[config.mk]
export PLATFORM = sky130hd
export DESIGN_NAME = pipeline16
export DESIGN_NICKNAME = d
export VERILOG_FILES = /design/src/pipe_pkg.sv /design/src/ctrl_if.sv /design/src/control_merge.sv /design/src/decode_p0.sv /design/src/decode_p1.sv /design/src/pipe_sequencer.sv /design/src/pipeline16.sv
export SDC_FILE = /design/constraint.sdc
export NUM_CORES = 1
export LEC_CHECK = 0
export ABC_CLOCK_PERIOD_IN_PS = 3500
export BUFFER_PORTS_ARGS = -buffer_cell sky130_fd_sc_hd__buf_4
export CORE_MARGIN = 2
export CORE_UTILIZATION = 50
export DETAILED_ROUTE_END_ITERATION = 6
export PLACE_DENSITY = 0.9
export SETUP_SLACK_MARGIN = 0.05
export SKIP_LAST_GASP = 1
export SLEW_MARGIN = 0
export SYNTH_ARGS = -nofsm -noshare
export SYNTH_HDL_FRONTEND = slang
export SYNTH_SLANG_ARGS = --single-unit
[constraint.sdc]
create_clock -name CLK -period 3.5 [get_ports CLK]
set_input_delay 0.7 -clock CLK [delete_from_list [all_inputs] [get_ports CLK]]
set_output_delay 0.7 -clock CLK [all_outputs]
set_load 0.005 [all_outputs]
[src/pipe_pkg.sv]
package pipe_pkg;

	typedef logic [15:0] word_t;      // instruction or data word
	typedef logic [2:0]  reg_idx_t;   // r0..r7
	typedef logic [7:0]  reg_mask_t;  // active low, bit n is rn
	typedef logic [4:0]  alu_op_t;
	typedef logic [3:0]  nibble_t;    // low constant bits from the opcode
	typedef logic [11:0] imm_hi_t;    // upper constant bits from an IMM prefix

	// condition field of a direct branch, bits 10:8
	typedef enum logic [2:0] {
		COND_Z      = 3'd0,
		COND_NZ     = 3'd1,
		COND_S      = 3'd2,
		COND_NS     = 3'd3,
		COND_C      = 3'd4,
		COND_NC     = 3'd5,
		COND_ALWAYS = 3'd6,
		COND_RSVD   = 3'd7  // branch link slot, decodes as nop
	} cond_t;

	localparam word_t     NOP_WORD  = 16'h0000;
	localparam reg_idx_t  PC_IDX    = 3'd7;    // program counter
	localparam reg_idx_t  LR_IDX    = 3'd6;    // link register
	localparam reg_mask_t MASK_NONE = 8'hff;   // no register selected
	localparam alu_op_t   ALU_MOVE  = 5'd0;
	localparam imm_hi_t   IMM_CLEAR = 12'h000; // constant upper bits at rest

	// opcode class in bits 15:12
	localparam logic [3:0] CLS_MISC   = 4'h0;
	localparam logic [3:0] CLS_IMM    = 4'h1;
	localparam logic [3:0] CLS_ALU_RR = 4'h2;
	localparam logic [3:0] CLS_ALU_RI = 4'h3;
	localparam logic [3:0] CLS_BRANCH = 4'h4;
	localparam logic [3:0] CLS_MEM_RR = 4'h5;

	// misc sub-opcode in bits 11:8
	localparam logic [3:0] MISC_INC_MULT = 4'h2;
	localparam logic [3:0] MISC_DEC_MULT = 4'h3;

	localparam int BIT_NO_STORE   = 7;   // alu result discarded
	localparam int BIT_MEM_STORE  = 8;   // 0 load, 1 store
	localparam int BIT_POST_INC_B = 9;   // low = post increment index
	localparam int BIT_POST_DEC_B = 10;  // low = post decrement index
	localparam int BIT_BR_REG     = 11;  // register indirect branch

endpackage

[src/ctrl_if.sv]
`timescale 1ns/10ps

interface ctrl_if import pipe_pkg::*; ();

	alu_op_t   alu_op;          // alu operation
	reg_idx_t  alu_a_sel;
	reg_idx_t  alu_b_sel;
	logic      b_from_const_b;  // low = alu b from pipeline constant
	reg_mask_t ld_alu_b;        // load from alu output
	reg_mask_t ld_mem_b;        // load from memory
	reg_mask_t ld_const_b;      // load from pout
	reg_mask_t inc_b;
	reg_mask_t dec_b;
	logic      mem_claim;       // stage owns the memory bus
	reg_idx_t  maddr_sel;       // address register when claimed
	logic      m_en_b;          // register drives write data
	reg_idx_t  m_sel;
	logic      mem_wr_b;
	logic      hold_pc;         // suppress fetch increment of r7
	nibble_t   const_nibble;    // low 4 bits of pout

	modport source (output alu_op, alu_a_sel, alu_b_sel, b_from_const_b, ld_alu_b, ld_mem_b,
		ld_const_b, inc_b, dec_b, mem_claim, maddr_sel, m_en_b, m_sel, mem_wr_b, hold_pc,
		const_nibble);

	modport merge (input alu_op, alu_a_sel, alu_b_sel, b_from_const_b, ld_alu_b, ld_mem_b,
		ld_const_b, inc_b, dec_b, mem_claim, maddr_sel, m_en_b, m_sel, mem_wr_b, hold_pc,
		const_nibble);

endinterface

[src/control_merge.sv]
`timescale 1ns/10ps

module control_merge import pipe_pkg::*; #(
	parameter int NREGS = 8
) (
	input  logic      fetch_active,
	ctrl_if.merge     ctrl_p0,
	ctrl_if.merge     ctrl_p1,
	output alu_op_t   alu_op,
	output reg_mask_t ld_reg_alu_b,
	output reg_mask_t ld_reg_m_b,
	output reg_mask_t ld_reg_p_b,
	output reg_idx_t  alu_a_sel,
	output reg_idx_t  alu_b_sel,
	output logic      m_en_b,
	output reg_idx_t  m_sel,
	output reg_idx_t  maddr_sel,
	output reg_mask_t inc_b,
	output reg_mask_t dec_b,
	output logic      alu_b_from_const_b,
	output logic      mem_oe_b,
	output logic      mem_wr_b,
	output nibble_t   const_nibble
);

	logic             pc_step;    // fetch advances r7
	logic [NREGS-1:0] fetch_inc;

	assign pc_step   = fetch_active & ~(ctrl_p0.hold_pc | ctrl_p1.hold_pc);
	assign fetch_inc = {~pc_step, {(NREGS-1){1'b1}}};  // only r7 bit

	// active low masks combine by AND
	assign ld_reg_alu_b = ctrl_p0.ld_alu_b & ctrl_p1.ld_alu_b;
	assign ld_reg_m_b   = ctrl_p0.ld_mem_b & ctrl_p1.ld_mem_b;
	assign ld_reg_p_b   = ctrl_p0.ld_const_b & ctrl_p1.ld_const_b;
	assign inc_b        = ctrl_p0.inc_b & ctrl_p1.inc_b & fetch_inc;
	assign dec_b        = ctrl_p0.dec_b & ctrl_p1.dec_b;

	// idle stage drives zeros, so OR picks the active one
	assign alu_op             = ctrl_p0.alu_op | ctrl_p1.alu_op;
	assign alu_a_sel          = ctrl_p0.alu_a_sel | ctrl_p1.alu_a_sel;
	assign alu_b_sel          = ctrl_p0.alu_b_sel | ctrl_p1.alu_b_sel;
	assign alu_b_from_const_b = ctrl_p0.b_from_const_b & ctrl_p1.b_from_const_b;
	assign const_nibble       = ctrl_p0.const_nibble | ctrl_p1.const_nibble;

	// bus priority stage 1, stage 0, fetch
	always_comb begin
		if (ctrl_p1.mem_claim) begin
			maddr_sel = ctrl_p1.maddr_sel;
			m_en_b    = ctrl_p1.m_en_b;
			m_sel     = ctrl_p1.m_sel;
			mem_wr_b  = ctrl_p1.mem_wr_b;
		end else if (ctrl_p0.mem_claim) begin
			maddr_sel = ctrl_p0.maddr_sel;
			m_en_b    = ctrl_p0.m_en_b;
			m_sel     = ctrl_p0.m_sel;
			mem_wr_b  = ctrl_p0.mem_wr_b;
		end else begin
			maddr_sel = PC_IDX;  // fetch from r7
			m_en_b    = 1'b1;
			m_sel     = '0;
			mem_wr_b  = 1'b1;
		end
	end

	// a claimed cycle reads unless it writes
	assign mem_oe_b = (ctrl_p0.mem_claim | ctrl_p1.mem_claim) ? ~mem_wr_b : ~fetch_active;

endmodule

[src/decode_p0.sv]
`timescale 1ns/10ps

module decode_p0 import pipe_pkg::*; #(
	parameter int NREGS = 8
) (
	input  word_t    stage0,
	input  logic     c_flag,
	input  logic     z_flag,
	input  logic     s_flag,
	ctrl_if.source   ctrl_p0,
	output logic     flush,
	output logic     stall_req,
	output logic     delay_req,
	output logic     imm_load,
	output imm_hi_t  imm_field
);

	logic [3:0]       cls;     // opcode class
	logic [3:0]       sub;     // bits 11:8
	cond_t            cond;
	logic             taken;
	reg_idx_t         a_fld;   // bits 6:4, dest / store source
	reg_idx_t         b_fld;   // bits 2:0, source / index
	logic [NREGS-1:0] a_low;   // one-hot low at a_fld

	assign cls       = stage0[15:12];
	assign sub       = stage0[11:8];
	assign cond      = cond_t'(stage0[10:8]);
	assign a_fld     = stage0[6:4];
	assign b_fld     = stage0[2:0];
	assign a_low     = ~(NREGS'(1) << a_fld);
	assign imm_field = stage0[11:0];

	always_comb begin
		case (cond)
			COND_Z:      taken = z_flag;
			COND_NZ:     taken = ~z_flag;
			COND_S:      taken = s_flag;
			COND_NS:     taken = ~s_flag;
			COND_C:      taken = c_flag;
			COND_NC:     taken = ~c_flag;
			COND_ALWAYS: taken = 1'b1;
			default:     taken = 1'b0;  // reserved, treated as nop
		endcase
	end

	always_comb begin
		ctrl_p0.alu_op         = ALU_MOVE;
		ctrl_p0.alu_a_sel      = '0;
		ctrl_p0.alu_b_sel      = '0;
		ctrl_p0.b_from_const_b = 1'b1;
		ctrl_p0.ld_alu_b       = MASK_NONE;
		ctrl_p0.ld_mem_b       = MASK_NONE;
		ctrl_p0.ld_const_b     = MASK_NONE;
		ctrl_p0.inc_b          = MASK_NONE;
		ctrl_p0.dec_b          = MASK_NONE;
		ctrl_p0.mem_claim      = 1'b0;
		ctrl_p0.maddr_sel      = '0;
		ctrl_p0.m_en_b         = 1'b1;
		ctrl_p0.m_sel          = '0;
		ctrl_p0.mem_wr_b       = 1'b1;
		ctrl_p0.hold_pc        = 1'b0;
		ctrl_p0.const_nibble   = '0;
		flush                  = 1'b0;
		stall_req              = 1'b0;
		delay_req              = 1'b0;
		imm_load               = 1'b0;

		case (cls)
			CLS_MISC: begin
				if (sub == MISC_INC_MULT) begin
					ctrl_p0.inc_b[NREGS-2:0] = stage0[6:0];  // r7 left to fetch
				end else if (sub == MISC_DEC_MULT) begin
					ctrl_p0.dec_b[NREGS-2:0] = stage0[6:0];
				end
			end
			CLS_IMM: begin
				imm_load = 1'b1;  // upper 12 bits for the next word
			end
			CLS_ALU_RR: begin
				ctrl_p0.alu_op    = {stage0[3], sub};
				ctrl_p0.alu_a_sel = a_fld;
				ctrl_p0.alu_b_sel = b_fld;
				if (!stage0[BIT_NO_STORE])
					ctrl_p0.ld_alu_b = a_low;
			end
			CLS_ALU_RI: begin
				ctrl_p0.alu_op         = alu_op_t'(sub);
				ctrl_p0.alu_a_sel      = a_fld;
				ctrl_p0.b_from_const_b = 1'b0;          // b from pout
				ctrl_p0.const_nibble   = stage0[3:0];
				if (!stage0[BIT_NO_STORE])
					ctrl_p0.ld_alu_b = a_low;           // cmp / test leave it high
			end
			CLS_BRANCH: begin
				if (!stage0[BIT_BR_REG] && taken) begin
					ctrl_p0.hold_pc             = 1'b1;
					ctrl_p0.ld_const_b[PC_IDX]  = 1'b0;  // r7 <= pout
					ctrl_p0.const_nibble        = stage0[3:0];
					flush                       = 1'b1;
					delay_req                   = 1'b1;
				end
			end
			CLS_MEM_RR: begin
				ctrl_p0.mem_claim = 1'b1;
				ctrl_p0.maddr_sel = b_fld;  // index register
				if (stage0[BIT_MEM_STORE]) begin
					ctrl_p0.m_en_b       = 1'b0;
					ctrl_p0.m_sel        = a_fld;
					ctrl_p0.mem_wr_b     = 1'b0;
					ctrl_p0.inc_b[b_fld] = stage0[BIT_POST_INC_B];
					ctrl_p0.dec_b[b_fld] = stage0[BIT_POST_DEC_B];
				end else begin
					stall_req = 1'b1;  // read happens from stage 1
				end
				ctrl_p0.hold_pc        = 1'b1;
				ctrl_p0.dec_b[PC_IDX]  = 1'b0;  // step r7 back for the flushed word
				flush                  = 1'b1;
			end
			default: ;  // 0x6xxx and up decode as nop
		endcase
	end

endmodule

[src/decode_p1.sv]
`timescale 1ns/10ps

module decode_p1 import pipe_pkg::*; #(
	parameter int NREGS = 8
) (
	input word_t   stage1,
	ctrl_if.source ctrl_p1
);

	logic             is_load;  // register-index load in its read cycle
	reg_idx_t         idx;
	logic [NREGS-1:0] dst_low;

	assign is_load = (stage1[15:12] == CLS_MEM_RR) && !stage1[BIT_MEM_STORE];
	assign idx     = stage1[2:0];
	assign dst_low = ~(NREGS'(1) << stage1[6:4]);

	always_comb begin
		ctrl_p1.alu_op         = ALU_MOVE;
		ctrl_p1.alu_a_sel      = '0;
		ctrl_p1.alu_b_sel      = '0;
		ctrl_p1.b_from_const_b = 1'b1;
		ctrl_p1.ld_alu_b       = MASK_NONE;
		ctrl_p1.ld_mem_b       = MASK_NONE;
		ctrl_p1.ld_const_b     = MASK_NONE;
		ctrl_p1.inc_b          = MASK_NONE;
		ctrl_p1.dec_b          = MASK_NONE;
		ctrl_p1.mem_claim      = 1'b0;
		ctrl_p1.maddr_sel      = '0;
		ctrl_p1.m_en_b         = 1'b1;
		ctrl_p1.m_sel          = '0;
		ctrl_p1.mem_wr_b       = 1'b1;  // never writes
		ctrl_p1.hold_pc        = 1'b0;
		ctrl_p1.const_nibble   = '0;

		if (is_load) begin
			ctrl_p1.mem_claim    = 1'b1;
			ctrl_p1.maddr_sel    = idx;
			ctrl_p1.ld_mem_b     = dst_low;  // dest <= memory
			ctrl_p1.inc_b[idx]   = stage1[BIT_POST_INC_B];
			ctrl_p1.dec_b[idx]   = stage1[BIT_POST_DEC_B];
		end
	end

endmodule

[src/pipe_sequencer.sv]
`timescale 1ns/10ps

module pipe_sequencer import pipe_pkg::*; (
	input  logic    CLK,
	input  logic    RSTb,
	input  word_t   memory_in,     // word on the bus this cycle
	input  logic    flush,         // drop the fetched word
	input  logic    stall_req,     // load needs a second cycle
	input  logic    delay_req,     // taken branch, one delay slot
	input  logic    imm_load,
	input  imm_hi_t imm_field,
	output word_t   stage0,
	output word_t   stage1,
	output logic    fetch_active,  // low while stage 1 owns the bus
	output imm_hi_t imm_hi
);

	logic    stall_q;     // stall cycle in progress
	logic    delay_q;     // delay slot in progress
	word_t   stage0_next;
	imm_hi_t imm_next;

	// what enters stage 0 at the next edge
	always_comb begin
		if (stall_q || delay_q) begin
			stage0_next = NOP_WORD;  // bubble
		end else if (flush) begin
			stage0_next = NOP_WORD;  // fetched word discarded
		end else begin
			stage0_next = memory_in;
		end
	end

	// IMM prefix lives for exactly one following instruction
	always_comb begin
		if (imm_load) begin
			imm_next = imm_field;
		end else begin
			imm_next = IMM_CLEAR;
		end
	end

	assign fetch_active = ~stall_q;

	always_ff @(posedge CLK) begin
		if (!RSTb) begin
			stage0  <= NOP_WORD;
			stage1  <= NOP_WORD;
			stall_q <= 1'b0;
			delay_q <= 1'b0;
			imm_hi  <= IMM_CLEAR;
		end else begin
			stage0  <= stage0_next;
			stage1  <= stage0;       // stage 1 trails stage 0 by one cycle
			stall_q <= stall_req;
			delay_q <= delay_req;
			imm_hi  <= imm_next;
		end
	end

	// requests are single cycle strobes, so stall and delay
	// never overlap with a fresh request from a real instruction
	// because stage 0 holds a nop while either is set

endmodule

[src/pipeline16.sv]
`timescale 1ns/10ps

module pipeline16 import pipe_pkg::*; #(
	parameter int NREGS = 8
) (
	input  logic      CLK,
	input  logic      RSTb,
	input  word_t     memory_in,           // instruction / data from memory
	input  logic      c_flag,              // alu flags
	input  logic      z_flag,
	input  logic      s_flag,
	output alu_op_t   alu_op,
	output word_t     pout,                // pipeline constant
	output reg_mask_t ld_reg_alu_b,        // load from alu
	output reg_mask_t ld_reg_m_b,          // load from memory
	output reg_mask_t ld_reg_p_b,          // load from pout
	output reg_idx_t  alu_a_sel,
	output reg_idx_t  alu_b_sel,
	output logic      m_en_b,
	output reg_idx_t  m_sel,
	output reg_idx_t  maddr_sel,
	output reg_mask_t inc_b,
	output reg_mask_t dec_b,
	output logic      alu_b_from_const_b,
	output logic      mem_oe_b,
	output logic      mem_wr_b
);

	word_t   stage0;
	word_t   stage1;
	logic    fetch_active;
	imm_hi_t imm_hi;
	imm_hi_t imm_field;
	logic    flush;
	logic    stall_req;
	logic    delay_req;
	logic    imm_load;
	nibble_t const_nibble;

	ctrl_if ctrl_p0 ();  // stage 0 contribution
	ctrl_if ctrl_p1 ();  // stage 1 contribution

	assign pout = {imm_hi, const_nibble};

	pipe_sequencer i_pipe_sequencer (
		.CLK          (CLK),
		.RSTb         (RSTb),
		.memory_in    (memory_in),
		.flush        (flush),
		.stall_req    (stall_req),
		.delay_req    (delay_req),
		.imm_load     (imm_load),
		.imm_field    (imm_field),
		.stage0       (stage0),
		.stage1       (stage1),
		.fetch_active (fetch_active),
		.imm_hi       (imm_hi)
	);

	decode_p0 #(.NREGS(NREGS)) i_decode_p0 (
		.stage0    (stage0),
		.c_flag    (c_flag),
		.z_flag    (z_flag),
		.s_flag    (s_flag),
		.ctrl_p0   (ctrl_p0.source),
		.flush     (flush),
		.stall_req (stall_req),
		.delay_req (delay_req),
		.imm_load  (imm_load),
		.imm_field (imm_field)
	);

	decode_p1 #(.NREGS(NREGS)) i_decode_p1 (
		.stage1  (stage1),
		.ctrl_p1 (ctrl_p1.source)
	);

	control_merge #(.NREGS(NREGS)) i_control_merge (
		.fetch_active       (fetch_active),
		.ctrl_p0            (ctrl_p0.merge),
		.ctrl_p1            (ctrl_p1.merge),
		.alu_op             (alu_op),
		.ld_reg_alu_b       (ld_reg_alu_b),
		.ld_reg_m_b         (ld_reg_m_b),
		.ld_reg_p_b         (ld_reg_p_b),
		.alu_a_sel          (alu_a_sel),
		.alu_b_sel          (alu_b_sel),
		.m_en_b             (m_en_b),
		.m_sel              (m_sel),
		.maddr_sel          (maddr_sel),
		.inc_b              (inc_b),
		.dec_b              (dec_b),
		.alu_b_from_const_b (alu_b_from_const_b),
		.mem_oe_b           (mem_oe_b),
		.mem_wr_b           (mem_wr_b),
		.const_nibble       (const_nibble)
	);

endmodule

==> metrics.txt <==
Yosys reg bits 43; Mapped Cells 258; Most used DFF post-synth dfxtp_1; synth unique cells 41; Synth Area in Compound Gates 0.135; mux contribution to synthesized area 0.00934; Post-synth ARST share 0; worst path bufs/invs 1; largest family of logic cells by synthesized area simple AND/OR/NAND/NOR gates; Die Ht 69.5 um; Final period util 0.854; global route total overflow 0; status complete, no violations; H-tree levels 2; Setup Skew 3.35 ps; Synth Warn # 0; first-pass GRT wire length 9.67 mm; final setup fails 0; Setup Buffers After CTS 0; gpl congestion 0.947; Worst-Margin Slew 837 ps; Crit. End Element primary output; Seq/Total Area, Yosys 0.402; XOR/XNOR Fraction of Synth Area 0; simple-gate portion of the synthesized area 0.393; CTS tree done; critical path type register to primary output; I/O Pins 98; initial antenna violation count 0; Clock Tree Root clkbuf_8; Routed Antenna Nets 0; input/output buffers 90; Die Wd 69.5 um; Critical Path Start Type register; core box area 4060 sq um; dpl hpwl 4.43 mm; DRC 0; pwr dens 398 nW/um^2; Initial DRC Count 180; largest net degree at the start of global routing 17; Die ar. 4830 sq um; WP data arrival 2290 ps; Antenna diodes 0; Worst-Skew Late Latency 290 ps; Crit path max-delay family flip-flops; Critical Path RT 2800 ps; total power 1.16 mW; Sink Count 43; f_max 335 MHz; Min Hold Slack 520 ps; Hold/Removal Path Class register to register; Post-synth EDFFs 0; vias in the first global route 1982; Vias/cell 5.40; Rows 23; P_leak 1.26 nW; # resized after CTS 0; total CTS buffers 5; filler cell count 304; layout overhead on the synthesized area 36.4%; routed len/inst 15.3 um; Post-CTS Hold Buffers 0; fin cells 392; Max Transition Viols Final 0; crit-path cells mux2i_1 > mux2i_1 > nand3_1 > a221oi_1 > buf_4; RSZ-0062 raised after global routing no; Cell Area, Synth 2140 sq um; final hold vios 0; minimum clock period 2990 ps; clk buf depth 2; crit-path max cell delay 580 ps; final core utilization 0.721; mean post-synth cell area 8.31 sq um; GRT Util Overall 0.248; top-area cell type share of the netlist area 0.402; Clock transition at path regs 80 ps; Max-slew headroom 0.442; Inst Count DP 384; via count 2118; largest fanout on the critical path 11; First-pass DRT Iterations 5; Crit path top cell by count mux2i_1; initial core utilization 0.528; NumNets Final 362; fraction of layout cells with a size suffix above 1 0.301; Max rail drop VDD 0.267 mV; Routed WL 5.98 mm; largest area contributor in the netlist dfxtp_1; Slowest-stage cell, CP dfxtp_1; largest cells by area after synthesis dfxtp_1 40%, and2_1 15%, nor2_1 5.1%; Max-cap violations 0; Synth Area in Adders 0; Setup TNS 0 ps
## sequential cells by signal (all words and copies together), names as in the netlist
name	cells
i_pipe_sequencer.delay_q	1
i_pipe_sequencer.stall_q	1
i_pipe_sequencer.imm_hi	12
i_pipe_sequencer.stage0	16
i_pipe_sequencer.stage1	13
## metrics by stage
step | area, sq um | worst slack [ps]
after floorplan | 2170 | 1140
after global placement | 2790 | 773
after CTS | 2920 | 538
after detailed placement | 2790 | 682
after global routing | 2920 | 335
final | 2920 | 512
## routing by layer
layer	vias up	track usage	part of all wire
li1	1033	-	-
met1	967	0.322	0.41
met2	110	0.422	0.50
met3	8	0.0436	0.076
met4	0	0.0719	0.014
met5	-	0	0
## cell usage after synthesis (2+ instances only)
cell type / instances
a221oi_1: 2
mux2i_1: 2
buf_4: 8
nor3b_1: 5
nand4b_1: 4
nand3_1: 8
a21boi_0: 3
and2_1: 53
nand2b_1: 7
and3_1: 5
dfxtp_1: 43
nand2_1: 12
a31oi_1: 5
o21ai_0: 12
a21oi_1: 10
a211oi_1: 2
o21a_1: 3
a2111oi_0: 2
inv_1: 3
o22ai_1: 2
buf_2: 2
nor3_1: 6
clkbuf_1: 7
nor2b_1: 5
nor2_1: 29
nand3b_1: 3
## worst reg2reg max path, cell delays in order (launching register included)
cell,delay (ps)
dfxtp_1,620
o21a_1,190
o21ai_0,140
a311oi_2,780
and2_1,240
## cells in the final DEF (no fill, tap or decap), drive strengths merged, types with 4 or more instances in the layout
cell,synthesis,final
nor3b,5,5
clkbuf,8,5
nand2b,7,7
buf,12,90
dfxtp,43,43
conb,1,7
nand2,12,12
a21oi,10,10
nor3,6,6
nand4b,4,4
and2,53,53
nor2b,5,5
o21ai,12,12
nand3,8,8
and3,5,5
a31oi,5,5
nor2,29,29
## where the power goes
part	internal (mW)	switching [mW]	total, mW
clock	0.284	0.169	0.454
combinational	0.0868	0.0727	0.159
sequential	0.511	0.0406	0.552
total	0.882	0.282	1.16
## worst paths after layout
kind | slack (ps) | depth (start not counted) | to | start
max | 510 | 5 | inc_b[7] | i_pipe_sequencer.stage0[9]
min | 520 | 1 | i_pipe_sequencer.imm_hi[7] | i_pipe_sequencer.stage0[7]
max reg2reg | 1490 | 4 | i_pipe_sequencer.stage0[1] | i_pipe_sequencer.stage0[8]
min reg2reg | 520 | 1 | i_pipe_sequencer.imm_hi[7] | i_pipe_sequencer.stage0[7]
## kinds of logic after synthesis
kind of cell | Yosys count
compound gates | 45
buf+inv | 23
flops | 43
mux | 2
other cells | 1
simple gates | 144
## layout make-up
cell class	count	area, sq um	area share
Clock buffer	5	68.8	0.0235
Tap cell	50	62.6	0.0214
Multi-Input combinational cell	198	1180	0.403
Sequential cell	43	861	0.294
Timing Repair Buffer	90	676	0.231
Clock inverter	3	67.6	0.0231
Inverter	3	11.3	0.00385
No activity file was read; power rests on OpenSTA's default activity.
